==> config.mk <==
export PLATFORM = sky130hd
export DESIGN_NAME = featureParser
export DESIGN_NICKNAME = d
export VERILOG_FILES = /design/src/parserPkg.sv /design/src/routeIf.sv /design/src/scanIf.sv /design/src/bankAddrGen.sv /design/src/featureParser.sv /design/src/scanSequencer.sv /design/src/windowAssembler.sv /design/src/windowRouteGen.sv
export SDC_FILE = /design/constraint.sdc
export NUM_CORES = 1
export LEC_CHECK = 0
export CAP_MARGIN = 20
export CORE_AREA = 2 2 460 462
export CTS_BUF_LIST = sky130_fd_sc_hd__clkbuf_4 sky130_fd_sc_hd__clkbuf_8
export DETAILED_ROUTE_END_ITERATION = 10
export DIE_AREA = 0 0 462 464
export DONT_BUFFER_PORTS = 1
export GPL_TIMING_DRIVEN = 0
export HOLD_SLACK_MARGIN = 0.08
export PLACE_DENSITY = 0.34
export SLEW_MARGIN = 5
export SYNTH_ARGS = -nofsm -noshare
export SYNTH_HDL_FRONTEND = slang
export SYNTH_SLANG_ARGS = --single-unit
export TNS_END_PERCENT = 100
==> constraint.sdc <==
create_clock -name clk -period 23 [get_ports clk]
set_input_delay 4.6 -clock clk [delete_from_list [all_inputs] [get_ports clk]]
set_output_delay 4.6 -clock clk [all_outputs]
set_load 0.02 [all_outputs]
==> src/parserPkg.sv <==
package parserPkg;

	////////////////////////////////////////////////////////////
	// bank and window geometry
	////////////////////////////////////////////////////////////
	localparam int numBanks = 16; // banks per frame, slots per window
	localparam int chanW = 8;
	localparam int addrW = 8;

	typedef logic [4*chanW-1:0] pixelWord; // four channels per pixel
	typedef logic [3:0] bankIdx;
	typedef logic [addrW-1:0] bankAddr;

	////////////////////////////////////////////////////////////
	// scan states
	////////////////////////////////////////////////////////////
	// the three row states double as the row kind of a window
	typedef enum logic [2:0] {
		sIdle,
		sRowTop, // first window row, pads on top
		sRowMid,
		sRowBottom, // last window row, pads at bottom
		sDone
	} scanState;

	////////////////////////////////////////////////////////////
	// defaults for the top level
	////////////////////////////////////////////////////////////
	localparam int defFrameRows = 4; // multiple of 4
	localparam int defFrameCols = 8; // multiple of 4
	localparam int defCredits = 4;

endpackage

==> src/routeIf.sv <==
`timescale 1ns/1ps

interface routeIf;
	import parserPkg::*;

	logic valid; // aligned with bank read data
	bankIdx srcBank [numBanks]; // source bank per slot
	logic [numBanks-1:0] padMask; // slot lies outside the frame
	logic last;

	modport gen (
		output valid,
		output srcBank,
		output padMask,
		output last
	);

	modport asm (
		input valid,
		input srcBank,
		input padMask,
		input last
	);

endinterface

==> src/scanIf.sv <==
`timescale 1ns/1ps

interface scanIf;
	import parserPkg::*;

	logic valid; // one cycle per issued window
	logic [addrW-1:0] winRow;
	logic [addrW-1:0] winCol;
	scanState rowKind;

	modport seq (
		output valid,
		output winRow,
		output winCol,
		output rowKind
	);

	modport user (
		input valid,
		input winRow,
		input winCol,
		input rowKind
	);

endinterface

==> src/bankAddrGen.sv <==
`timescale 1ns/1ps

module bankAddrGen #(
	parameter int frameRows = parserPkg::defFrameRows,
	parameter int frameCols = parserPkg::defFrameCols
) (
	input logic clk,
	input logic rstn,
	scanIf.user scanIn,
	output logic [parserPkg::numBanks-1:0] bankCs,
	output parserPkg::bankAddr bankAddr [parserPkg::numBanks]
);
	import parserPkg::*;

	logic [numBanks-1:0] nextCs;
	logic [addrW-1:0] nextAddr [numBanks];

	// each bank holds exactly one pixel of a 4x4 window
	always_comb begin
		logic [1:0] rowOff;
		logic [1:0] colOff;
		int pixY;
		int pixX;
		for (int b = 0; b < numBanks; b++) begin
			// slot row/col of this bank, (phase - window origin) mod 4
			rowOff = 2'(b >> 2) - {scanIn.winRow[0], 1'b0} + 2'd1;
			colOff = 2'(b) - {scanIn.winCol[0], 1'b0} + 2'd1;
			pixY = 2 * int'(scanIn.winRow) - 1 + int'(rowOff);
			pixX = 2 * int'(scanIn.winCol) - 1 + int'(colOff);
			nextCs[b] = !(((scanIn.rowKind == sRowTop) && (rowOff == 2'd0))
				|| ((scanIn.rowKind == sRowBottom) && (pixY >= frameRows))
				|| ((scanIn.winCol == '0) && (colOff == 2'd0))
				|| ((scanIn.winCol == addrW'(frameCols / 2 - 1)) && (colOff == 2'd3)));
			if (nextCs[b])
				nextAddr[b] = addrW'((pixY / 4) * (frameCols / 4) + pixX / 4);
			else
				nextAddr[b] = '0;
		end
	end

	always_ff @(posedge clk or negedge rstn) begin
		if (!rstn)
			bankCs <= '0;
		else
			bankCs <= scanIn.valid ? nextCs : '0; // idle cycles read nothing
	end

	always_ff @(posedge clk) begin
		if (scanIn.valid) begin
			for (int b = 0; b < numBanks; b++)
				bankAddr[b] <= nextAddr[b];
		end
	end

endmodule

==> src/featureParser.sv <==
`timescale 1ns/1ps

module featureParser #(
	parameter int frameRows = parserPkg::defFrameRows,
	parameter int frameCols = parserPkg::defFrameCols,
	parameter int creditDepth = parserPkg::defCredits
) (
	input logic clk,
	input logic rstn,
	input logic start,
	input logic creditReturn, // one credit back from MAC array
	input parserPkg::pixelWord bankData [parserPkg::numBanks],
	output logic [parserPkg::numBanks-1:0] bankCs,
	output parserPkg::bankAddr bankAddr [parserPkg::numBanks],
	output logic winValid,
	output parserPkg::pixelWord winData [parserPkg::numBanks],
	output logic winLast
);

	scanIf scanBus ();
	routeIf routeBus ();

	////////////////////////////////////////////////////////////
	// issue, address and route
	////////////////////////////////////////////////////////////
	scanSequencer #(
		.frameRows(frameRows),
		.frameCols(frameCols),
		.creditDepth(creditDepth)
	) i_scanSequencer (
		.clk(clk),
		.rstn(rstn),
		.start(start),
		.creditReturn(creditReturn),
		.scanOut(scanBus.seq)
	);

	bankAddrGen #(
		.frameRows(frameRows),
		.frameCols(frameCols)
	) i_bankAddrGen (
		.clk(clk),
		.rstn(rstn),
		.scanIn(scanBus.user),
		.bankCs(bankCs),
		.bankAddr(bankAddr)
	);

	windowRouteGen #(
		.frameRows(frameRows),
		.frameCols(frameCols)
	) i_windowRouteGen (
		.clk(clk),
		.rstn(rstn),
		.scanIn(scanBus.user),
		.routeOut(routeBus.gen)
	);

	////////////////////////////////////////////////////////////
	// window output
	////////////////////////////////////////////////////////////
	windowAssembler i_windowAssembler (
		.clk(clk),
		.rstn(rstn),
		.bankData(bankData),
		.routeIn(routeBus.asm),
		.winValid(winValid),
		.winData(winData),
		.winLast(winLast)
	);

endmodule

==> src/scanSequencer.sv <==
`timescale 1ns/1ps

module scanSequencer #(
	parameter int frameRows = parserPkg::defFrameRows,
	parameter int frameCols = parserPkg::defFrameCols,
	parameter int creditDepth = parserPkg::defCredits
) (
	input logic clk,
	input logic rstn,
	input logic start,
	input logic creditReturn,
	scanIf.seq scanOut
);
	import parserPkg::*;

	localparam int winRows = frameRows / 2;
	localparam int winCols = frameCols / 2;
	localparam int creditW = $clog2(creditDepth + 1);

	scanState state;
	logic [addrW-1:0] rowCnt;
	logic [addrW-1:0] colCnt;
	logic [creditW-1:0] credits;
	logic issue;
	logic rowEnd;
	logic frameEnd;

	assign issue = (state inside {sRowTop, sRowMid, sRowBottom}) && (credits != '0);
	assign rowEnd = colCnt == addrW'(winCols - 1);
	assign frameEnd = rowEnd && (rowCnt == addrW'(winRows - 1));

	////////////////////////////////////////////////////////////
	// scan FSM and window position
	////////////////////////////////////////////////////////////
	always_ff @(posedge clk or negedge rstn) begin
		if (!rstn) begin
			state <= sIdle;
			rowCnt <= '0;
			colCnt <= '0;
		end else begin
			case (state)
				sIdle: begin
					if (start) begin
						state <= sRowTop;
						rowCnt <= '0;
						colCnt <= '0;
					end
				end
				sRowTop, sRowMid, sRowBottom: begin
					if (issue) begin
						if (rowEnd) begin
							colCnt <= '0;
							if (frameEnd) begin
								state <= sDone;
							end else begin
								rowCnt <= rowCnt + 1'b1;
								// next row is the last one
								if (rowCnt == addrW'(winRows - 2))
									state <= sRowBottom;
								else
									state <= sRowMid;
							end
						end else begin
							colCnt <= colCnt + 1'b1;
						end
					end
				end
				sDone: if (!start) state <= sIdle; // wait for start to drop
				default: state <= sIdle;
			endcase
		end
	end

	////////////////////////////////////////////////////////////
	// MAC-side credits
	////////////////////////////////////////////////////////////
	always_ff @(posedge clk or negedge rstn) begin
		if (!rstn) begin
			credits <= creditW'(creditDepth);
		end else begin
			case ({issue, creditReturn})
				2'b10: credits <= credits - 1'b1;
				2'b01: credits <= credits + 1'b1;
				default: credits <= credits; // none or both
			endcase
		end
	end

	assign scanOut.valid = issue;
	assign scanOut.winRow = rowCnt;
	assign scanOut.winCol = colCnt;
	assign scanOut.rowKind = state;

endmodule

==> src/windowAssembler.sv <==
`timescale 1ns/1ps

module windowAssembler (
	input logic clk,
	input logic rstn,
	input parserPkg::pixelWord bankData [parserPkg::numBanks],
	routeIf.asm routeIn,
	output logic winValid,
	output parserPkg::pixelWord winData [parserPkg::numBanks],
	output logic winLast
);
	import parserPkg::*;

	pixelWord slotWord [numBanks];

	// pick the source bank per slot, zero outside the frame
	always_comb begin
		for (int s = 0; s < numBanks; s++) begin
			if (routeIn.padMask[s])
				slotWord[s] = '0;
			else
				slotWord[s] = bankData[routeIn.srcBank[s]];
		end
	end

	////////////////////////////////////////////////////////////
	// output window register
	////////////////////////////////////////////////////////////
	always_ff @(posedge clk or negedge rstn) begin
		if (!rstn) begin
			winValid <= 1'b0;
			winLast <= 1'b0;
		end else begin
			winValid <= routeIn.valid;
			winLast <= routeIn.valid && routeIn.last;
		end
	end

	always_ff @(posedge clk) begin
		if (routeIn.valid) begin
			for (int s = 0; s < numBanks; s++)
				winData[s] <= slotWord[s];
		end
	end

endmodule

==> src/windowRouteGen.sv <==
`timescale 1ns/1ps

module windowRouteGen #(
	parameter int frameRows = parserPkg::defFrameRows,
	parameter int frameCols = parserPkg::defFrameCols
) (
	input logic clk,
	input logic rstn,
	scanIf.user scanIn,
	routeIf.gen routeOut
);
	import parserPkg::*;

	bankIdx srcNext [numBanks];
	logic [numBanks-1:0] padNext;
	logic lastNext;

	// first delay stage
	logic valid1;
	logic last1;
	bankIdx src1 [numBanks];
	logic [numBanks-1:0] pad1;

	////////////////////////////////////////////////////////////
	// slot to bank rotation and padding
	////////////////////////////////////////////////////////////
	always_comb begin
		logic [1:0] rowPh;
		logic [1:0] colPh;
		for (int s = 0; s < numBanks; s++) begin
			// (2r - 1 + i) mod 4 and (2c - 1 + j) mod 4
			rowPh = {scanIn.winRow[0], 1'b0} + 2'(s / 4) + 2'd3;
			colPh = {scanIn.winCol[0], 1'b0} + 2'(s % 4) + 2'd3;
			srcNext[s] = {rowPh, colPh};
			padNext[s] = ((scanIn.rowKind == sRowTop) && (s / 4 == 0))
				|| ((scanIn.rowKind == sRowBottom) && (s / 4 == 3))
				|| ((scanIn.winCol == '0) && (s % 4 == 0))
				|| ((scanIn.winCol == addrW'(frameCols / 2 - 1)) && (s % 4 == 3));
		end
	end

	assign lastNext = (scanIn.winRow == addrW'(frameRows / 2 - 1))
		&& (scanIn.winCol == addrW'(frameCols / 2 - 1));

	////////////////////////////////////////////////////////////
	// two cycle delay to meet the bank read data
	////////////////////////////////////////////////////////////
	always_ff @(posedge clk or negedge rstn) begin
		if (!rstn) begin
			valid1 <= 1'b0;
			last1 <= 1'b0;
			routeOut.valid <= 1'b0;
			routeOut.last <= 1'b0;
		end else begin
			valid1 <= scanIn.valid;
			last1 <= scanIn.valid && lastNext;
			routeOut.valid <= valid1;
			routeOut.last <= valid1 && last1;
		end
	end

	always_ff @(posedge clk) begin
		if (scanIn.valid) begin
			src1 <= srcNext;
			pad1 <= padNext;
		end
		if (valid1) begin
			routeOut.srcBank <= src1;
			routeOut.padMask <= pad1;
		end
	end

endmodule
Yosys cells after proc, flatten, opt, wreduce, memory -nomap -nowiden
Cells that the tools add are included.
{"block": "word_totals", "input_bits": 516, "wordCells": 373, "reg_bits": 836}
{"block": "op_classes", "addsub": 66, "bitwise_logic": 24, "n_eq_ne": 17, "n_reduce_logical": 104, "mux": 65, "magnitude_cmp": 20}
{"cell": "binary-select mux 32 bit (select 4 bit)", "n": 16}
{"cell": "two-way mux 32 bit", "n": 32}
{"cell": "adder 8 bit", "n": 16}
{"cell": "adder 10 x 3 -> 11 bit", "n": 8}
{"cell": "greater-or-equal comparator 5 bit, second input constant", "n": 16}
{"cell": "inverter 4 -> 5 bit", "n": 16}
{"cell": "two-way mux 8 bit", "n": 6}
{"cell": "greater-or-equal comparator 11 x 4 -> 1 bit, second input constant", "n": 4}
{"cell": "logical OR 1 bit", "n": 40}
{"cell": "adder 8 x 1 -> 8 bit", "n": 4}
{"cell": "case mux 8 bit (2 select lines)", "n": 2}
{"cell": "adder 7 x 1 -> 7 bit", "n": 4}
{"cell": "logical AND 1 bit", "n": 21}
{"cell": "adder 2 x 1 -> 2 bit, second input constant", "n": 10}
{"cell": "adder 2 bit, second input constant", "n": 10}
{"cell": "subtractor 9 x 1 -> 10 bit, second input constant", "n": 2}
{"cell": "adder 8 x 1 -> 8 bit, second input constant", "n": 2}
{"cell": "zero test 1 bit", "n": 16}
{"cell": "zero test 2 bit", "n": 8}
{"cell": "zero test 8 bit", "n": 2}
{"cell": "two-way mux 16 bit", "n": 1}
{"cell": "OR reduction 2 bit", "n": 8}
{"cell": "two-way mux 3 bit", "n": 5}
{"cell": "== test 2 bit, second input constant", "n": 5}
{"cell": "23 further kinds", "n": 42}

Longest topological paths before layout
{"block": "logic_depth", "ltp_word": 10, "mapped_depth": 24, "depth_no_buf": 22}

Modules after synthesis
A second synthesis with hierarchy kept.
{"block": "unflattened", "hier_cells": 9958, "hier_area_um2": 96570.1}
{"module": "windowAssembler", "instances": 1, "cells_each": 8900, "area_each_um2": 85067.8}
{"module": "bankAddrGen", "instances": 1, "cells_each": 809, "area_each_um2": 8763.4}
{"module": "windowRouteGen", "instances": 1, "cells_each": 120, "area_each_um2": 1466.4}
{"module": "scanSequencer", "instances": 1, "cells_each": 129, "area_each_um2": 1272.5}

Worst setup path before layout
No wires, ideal clock.
{"block": "synth_timing", "kind": "register to register", "start": "reg i_windowRouteGen.routeOut.valid", "end": "reg i_windowAssembler.winValid", "slack_ns": 11.055, "period_less_slack_ns": 11.945, "stages_incl_launch_ff": 1, "t_arrival_ns": 10.699, "cell_sequence": "dfrtp_1"}
{"element": "start, declared", "line": "routeIf.sv:12", "source": "output valid,"}
{"element": "start signal, assigned", "line": "windowRouteGen.sv:57", "source": "routeOut.valid <= valid1;"}
{"element": "end signal, assigned", "line": "windowAssembler.sv:34", "source": "winValid <= routeIn.valid;"}
{"element": "end, declared", "line": "windowAssembler.sv:8", "source": "output logic winValid,"}
No word-level cell between the ends.

Worst setup path in the final report
{"block": "layout_timing", "start": "reg i_scanSequencer.colCnt[0] (netlist: i_scanSequencer.scanOut.winCol[0])", "end": "reg i_bankAddrGen.bankAddr[111] (netlist bit) (data pin)"}
{"block": "layout_between", "elab_chain_cells": 7, "elab_cells_between_ends": 16, "cone_classes": "add/sub: 6; eq/ne: 2; bitwise: 1; reduce/logical: 7"}
{"element": "start, declared", "line": "scanSequencer.sv:22", "source": "logic [addrW-1:0] colCnt;"}
{"element": "start signal, assigned", "line": "scanSequencer.sv:64", "source": "colCnt <= colCnt + 1'b1;"}
{"element": "subtractor 2 bit", "line": "bankAddrGen.sv:27", "source": "colOff = 2'(b) - {scanIn.winCol[0], 1'b0} + 2'd1;"}
{"element": "adder 2 x 1 -> 2 bit", "line": "bankAddrGen.sv:27"}
{"element": "adder 10 x 3 -> 11 bit", "line": "bankAddrGen.sv:29", "source": "pixX = 2 * int'(scanIn.winCol) - 1 + int'(colOff);"}
{"element": "OR reduction 2 bit (no line)"}
{"element": "AND 1 bit (no line)"}
{"element": "adder 8 x 1 -> 8 bit (no line)"}
{"element": "adder 8 bit", "line": "bankAddrGen.sv:35", "source": "nextAddr[b] = addrW'((pixY / 4) * (frameCols / 4) + pixX / 4);"}
{"element": "end signal, assigned by index", "line": "bankAddrGen.sv:51", "source": "bankAddr[b] <= nextAddr[b];"}
{"element": "end, declared", "line": "bankAddrGen.sv:11", "source": "output parserPkg::bankAddr bankAddr [parserPkg::numBanks]"}
Several ways; a longest one is shown, not always the timed one.
A chain may end at the register's enable or synchronous reset.

==> reports/results.env <==
DRT-TOTAL-WL_MM=241
NETLIST-CELL-TYPE-COUNT=77
TRITONCTS.NUM_BUFFERS=150
MAXIMUM_NUMBER_OF_PINS_ON_ONE_NET_BEFORE_GLOBAL_ROUTE_REPAIR=93
REPORT.FINAL.HOLD_VIOL_COUNT=0
CTSHOLDBUFFERS=0
SETUP_VIOL_COUNT_FINAL=0
SYNTH-XOR-AREA-SHARE_PCT=2.79
FINAL_CELL_AREA_UM2=46200
MULTI_INPUT_AREA_UM2=17000
SYNTHDOMINANTCELLAREASHARE_PCT=51.1
FIN_SETUP_TNS_NS=0
REGISTER_BIT_TOTAL_FROM_SYNTHESIS=708
NUM_VIAS=27943
POST_CTS_SETUP_REPAIR_BUFFER_COUNT=0
MAX-CLOCK-PATH-BUFFERS=3
SYNTHTOLAYOUTAREAGROWTH_PCT=18.4
DETAIL_ROUTE.WL_PER_CELL_UM=40.5
CRITICAL_PATH_PEAK_FANOUT=10
SYNTHESIZED_NET_COUNT=3396
FINALWEIGHTEDCONGESTION=0.949
UNREPAIRED_SETUP_ENDPOINTS_AFTER_GLOBAL_ROUTING='no'
RUN_STATUS='finished clean'
SYNTH_COMMON_CELLS='664 x edfxtp_1, 409 x nor2_1, 257 x a211oi_1'
CTS.CLK_SLEW.WORST_PATHS_NS=0.06
FILLERS=22218
SYNTHADDERAREAFRAC_PCT=2.78
GRT_PASS1_VIAS=28213
DRIVE_ABOVE_1_SHARE_PCT=23.4
SYNTH_COMPOUND_AREA_SHARE_PCT=7.23
SYNTH_AREA_UM2=39000
CRITICALPATHCATEGORY='register to register'
WORST_HOLD_PATH.ENDPOINT='i_windowRouteGen.routeOut.padMask[11]'
PLACEABLECOREAREA_UM2=209000
GRT_ANTENNA_BEFORE_REPAIR=24
SYNTHESIS.AREA_PER_INSTANCE_UM2=13.9
IO_BUFFERS=0
CRITPATHREQUIREDTIME_NS=23.68
WORST_SKEW_PAIR.LATE_LATENCY_NS=0.96
TRACK_USAGE_PCT=21.7
GLOBALROUTEMET1UTIL_PCT=23.0
CTSROOTBUFFERMASTER='clkbuf_8'
IOPINCOUNT=1174
DIE_HEIGHT_UM=464
POST_SYNTH_EDFFS=664
MAX_FREQ_MHz=150
SYNTH_AREA_LEADER_CELL='edfxtp_1'
FINAL.PERIOD_UTILIZATION_PCT=29.0
DIE_W_UM=462
POST_DRT_VIA_CELL_RATIO=4.71
HP-CLASS='register to register'
REG2REG_SETUP_SLACK_NS=16.33
POST_SYNTH_MUX_AREA_SHARE_PCT=22.0
FP-ROW-COUNT=168
CRITICAL-PATH-MAX-STAGE-DELAY_NS=0.60
HOLD_WC_STARTPOINT='i_windowRouteGen.pad1[11]'
CRITICAL_PATH.MOST_COMMON_CELL='ha_1'
FIRST_PASS_GRT_WIRE_LENGTH_MM=306
CTS_TREE='yes'
TIMING_MAX_TRANSITION_VIOLATIONS_FINAL=0
FINAL_PERIOD_MINUS_WORST_SETUP_SLACK_NS=6.67
HOLDPATHSTAGES=0
INITIAL_CORE_UTIL_PCT=18.7
INITIALDRTVIOLATIONCOUNT=2238
R2R_END='i_bankAddrGen.bankAddr[111]'
WORST-SLEW-PIN-TRANSITION_NS=1.16
ANTENNA_LEFT=0
DRTPASS1ITERATIONS=5
REMAINING_DRC_ERRORS=0
SLEW-LIMIT-HEADROOM_PCT=22.3
SYNTHTOPCELLSBYAREA='edfxtp_1 51%, mux4_2 15%, a211oi_1 4.9%'
POST-PLACE-CELLS=5633
SEQCELLAREA_UM2=21000
DIE_AREA_UM2=214000
POSTCTSRESIZEDCELLS=0
FINALNETCOUNT=3583
CRIT_PATH_CELL_TRACE='clkbuf_1 -> clkbuf_1 -> inv_1 -> ha_1 -> inv_1 -> ha_1 -> nor2b_1 -> o21a_1 -> a21oi_1 -> ha_1 -> ha_1 -> nand2_1 -> mux2i_1 -> a21oi_1 -> xnor2_1 -> inv_1 -> ha_1 -> inv_1 -> o21bai_1 -> a21oi_1 -> nor2_1 -> o31ai_1 -> xnor2_1 -> nor2_1'
FF2FF_PATH_DEPTH=24
OVERFLOW=0
YOSYS_WARNINGS=0
SYNTH-SEQ-AREA-SHARE_PCT=53.9
SYN_INST=2801
ELEMENT_TYPE_AT_THE_CRITICAL_PATH_START='register'
LARGEST_FAMILY_OF_LOGIC_CELLS_BY_SYNTHESIZED_AREA='multiplexers'
LAYOUTNONFILLERINSTCOUNT=5938
POST-DP-HPWL_MM=193
GRT_USE_MET3_PCT=8.63
CLOCK_SINK_COUNT=708
GRT_BUSIEST_LAYER='met2'
SYNTH_SIMPLE_GATE_AREA_SHARE_PCT=8.69
HTREE_LEVELS=4
CRIT_ARRIVAL_NS=7.35
FINAL.SETUP_SKEW_NS=0.0602
MAX_STAGE_DELAY_CELL_WORST_PATH='clkbuf_1'
TIMING.MAX_CAP.VIOLATIONS=0
GRT_USE_MET2_PCT=37.5
DOMINANTREGCELLSYNTH='edfxtp_1'
CP-END-KIND='register'
REGTOREGSTARTPOINT='i_scanSequencer.scanOut.winCol[0]'
PLACEDINSTANCEAREA_UM2=43100
SYNTH.MOST_COMMON_CELL='edfxtp_1'
ASYNC_RESET_FF_SHARE_PCT=6.21
-- worst max path at each step --
stage	slack, ns	startpoint	cells after the start	to
2_1_floorplan	11.05	i_windowRouteGen.routeOut.valid	0	i_windowAssembler.winValid
3_3_place_gp	3.41	i_windowRouteGen.routeOut.valid	0	i_windowAssembler.winValid
3_5_place_dp	16.29	i_scanSequencer.scanOut.winCol[0]	24	i_bankAddrGen.bankAddr[111]
4_1_cts	16.26	i_scanSequencer.scanOut.winCol[0]	24	i_bankAddrGen.bankAddr[119]
5_1_grt	15.69	i_scanSequencer.scanOut.winCol[0]	24	i_bankAddrGen.bankAddr[119]
6_report	16.33	i_scanSequencer.scanOut.winCol[0]	24	i_bankAddrGen.bankAddr[111]
-- area by class of cell --
cell class	count	share of cell area, %
sequential	708	45.5
multi-input combinational	1827	36.7
tap	2805	7.60
clock buffer	201	5.34
buffer	212	1.80
timing repair buffer	35	1.36
clock inverter	76	1.09
inverter	54	0.450
antenna	20	0.108
-- cell usage in the layout (no fill, tap or decap), drive strengths merged, types with 26 or more instances in the layout --
master | synthesis | final
edfxtp | 664 | 664
nor2 | 412 | 412
clkbuf | 153 | 354
a211oi | 257 | 257
mux4 | 256 | 256
nor2b | 147 | 147
mux2i | 136 | 136
mux2 | 129 | 129
buf | 59 | 94
xnor2 | 71 | 71
ha | 69 | 69
inv | 53 | 66
clkinv | 1 | 61
xor2 | 49 | 49
nand2 | 46 | 46
a21oi | 45 | 45
dfrtp | 43 | 43
nor3 | 26 | 26
-- sequential cells by signal, indices dropped and copies added (netlist names), 3 cells and up --
register,cells
i_windowAssembler.winData,512
i_bankAddrGen.bankAddr,128
i_bankAddrGen.bankCs,16
i_scanSequencer.scanOut.winCol,8
i_scanSequencer.scanOut.winRow,8
i_windowRouteGen.pad1,8
i_windowRouteGen.routeOut.padMask,8
i_windowRouteGen.routeOut.srcBank,4
i_windowRouteGen.src1,4
i_scanSequencer.credits,3
i_scanSequencer.scanOut.rowKind,3
-- stage by stage --
step	setup WS (ns)	util, %	hold WS (ns)
after floorplan	11.05	-	0.400
after global routing	15.69	22.1	0.425
after CTS	16.26	22.0	0.416
final	16.33	22.1	0.416
after detailed placement	16.29	20.6	0.405
after global placement	3.41	20.3	0.406
-- per-layer routing --
layer,up-vias,wire length (um)
met5,-,76
li1,11288,-
met1,14915,85300
met3,327,22900
met2,1401,120000
met4,12,12000
-- worst max-delay path: cells and delay by family, from the launching register on --
family / cells / cell delay, ns
XOR/XNOR: 2 / 0.81
AO/OA/AOI/OAI: 6 / 1.04
AND/OR/NAND/NOR: 4 / 0.38
flip-flops: 1 / 0.40
multiplexers: 1 / 0.33
buffers and inverters: 6 / 1.86
adder cells (fa/ha/maj): 5 / 1.61
-- kinds of logic after synthesis --
family,after synthesis
AND/OR/NAND/NOR,715
flip-flops,708
multiplexers,521
AO/OA/AOI/OAI,389
buffers and inverters,266
XOR/XNOR,121
adder cells (fa/ha/maj),81
Power is left out: the tool's default activity adds up to more than one toggle a clock period on the data nets, which glitch-free logic cannot reach.
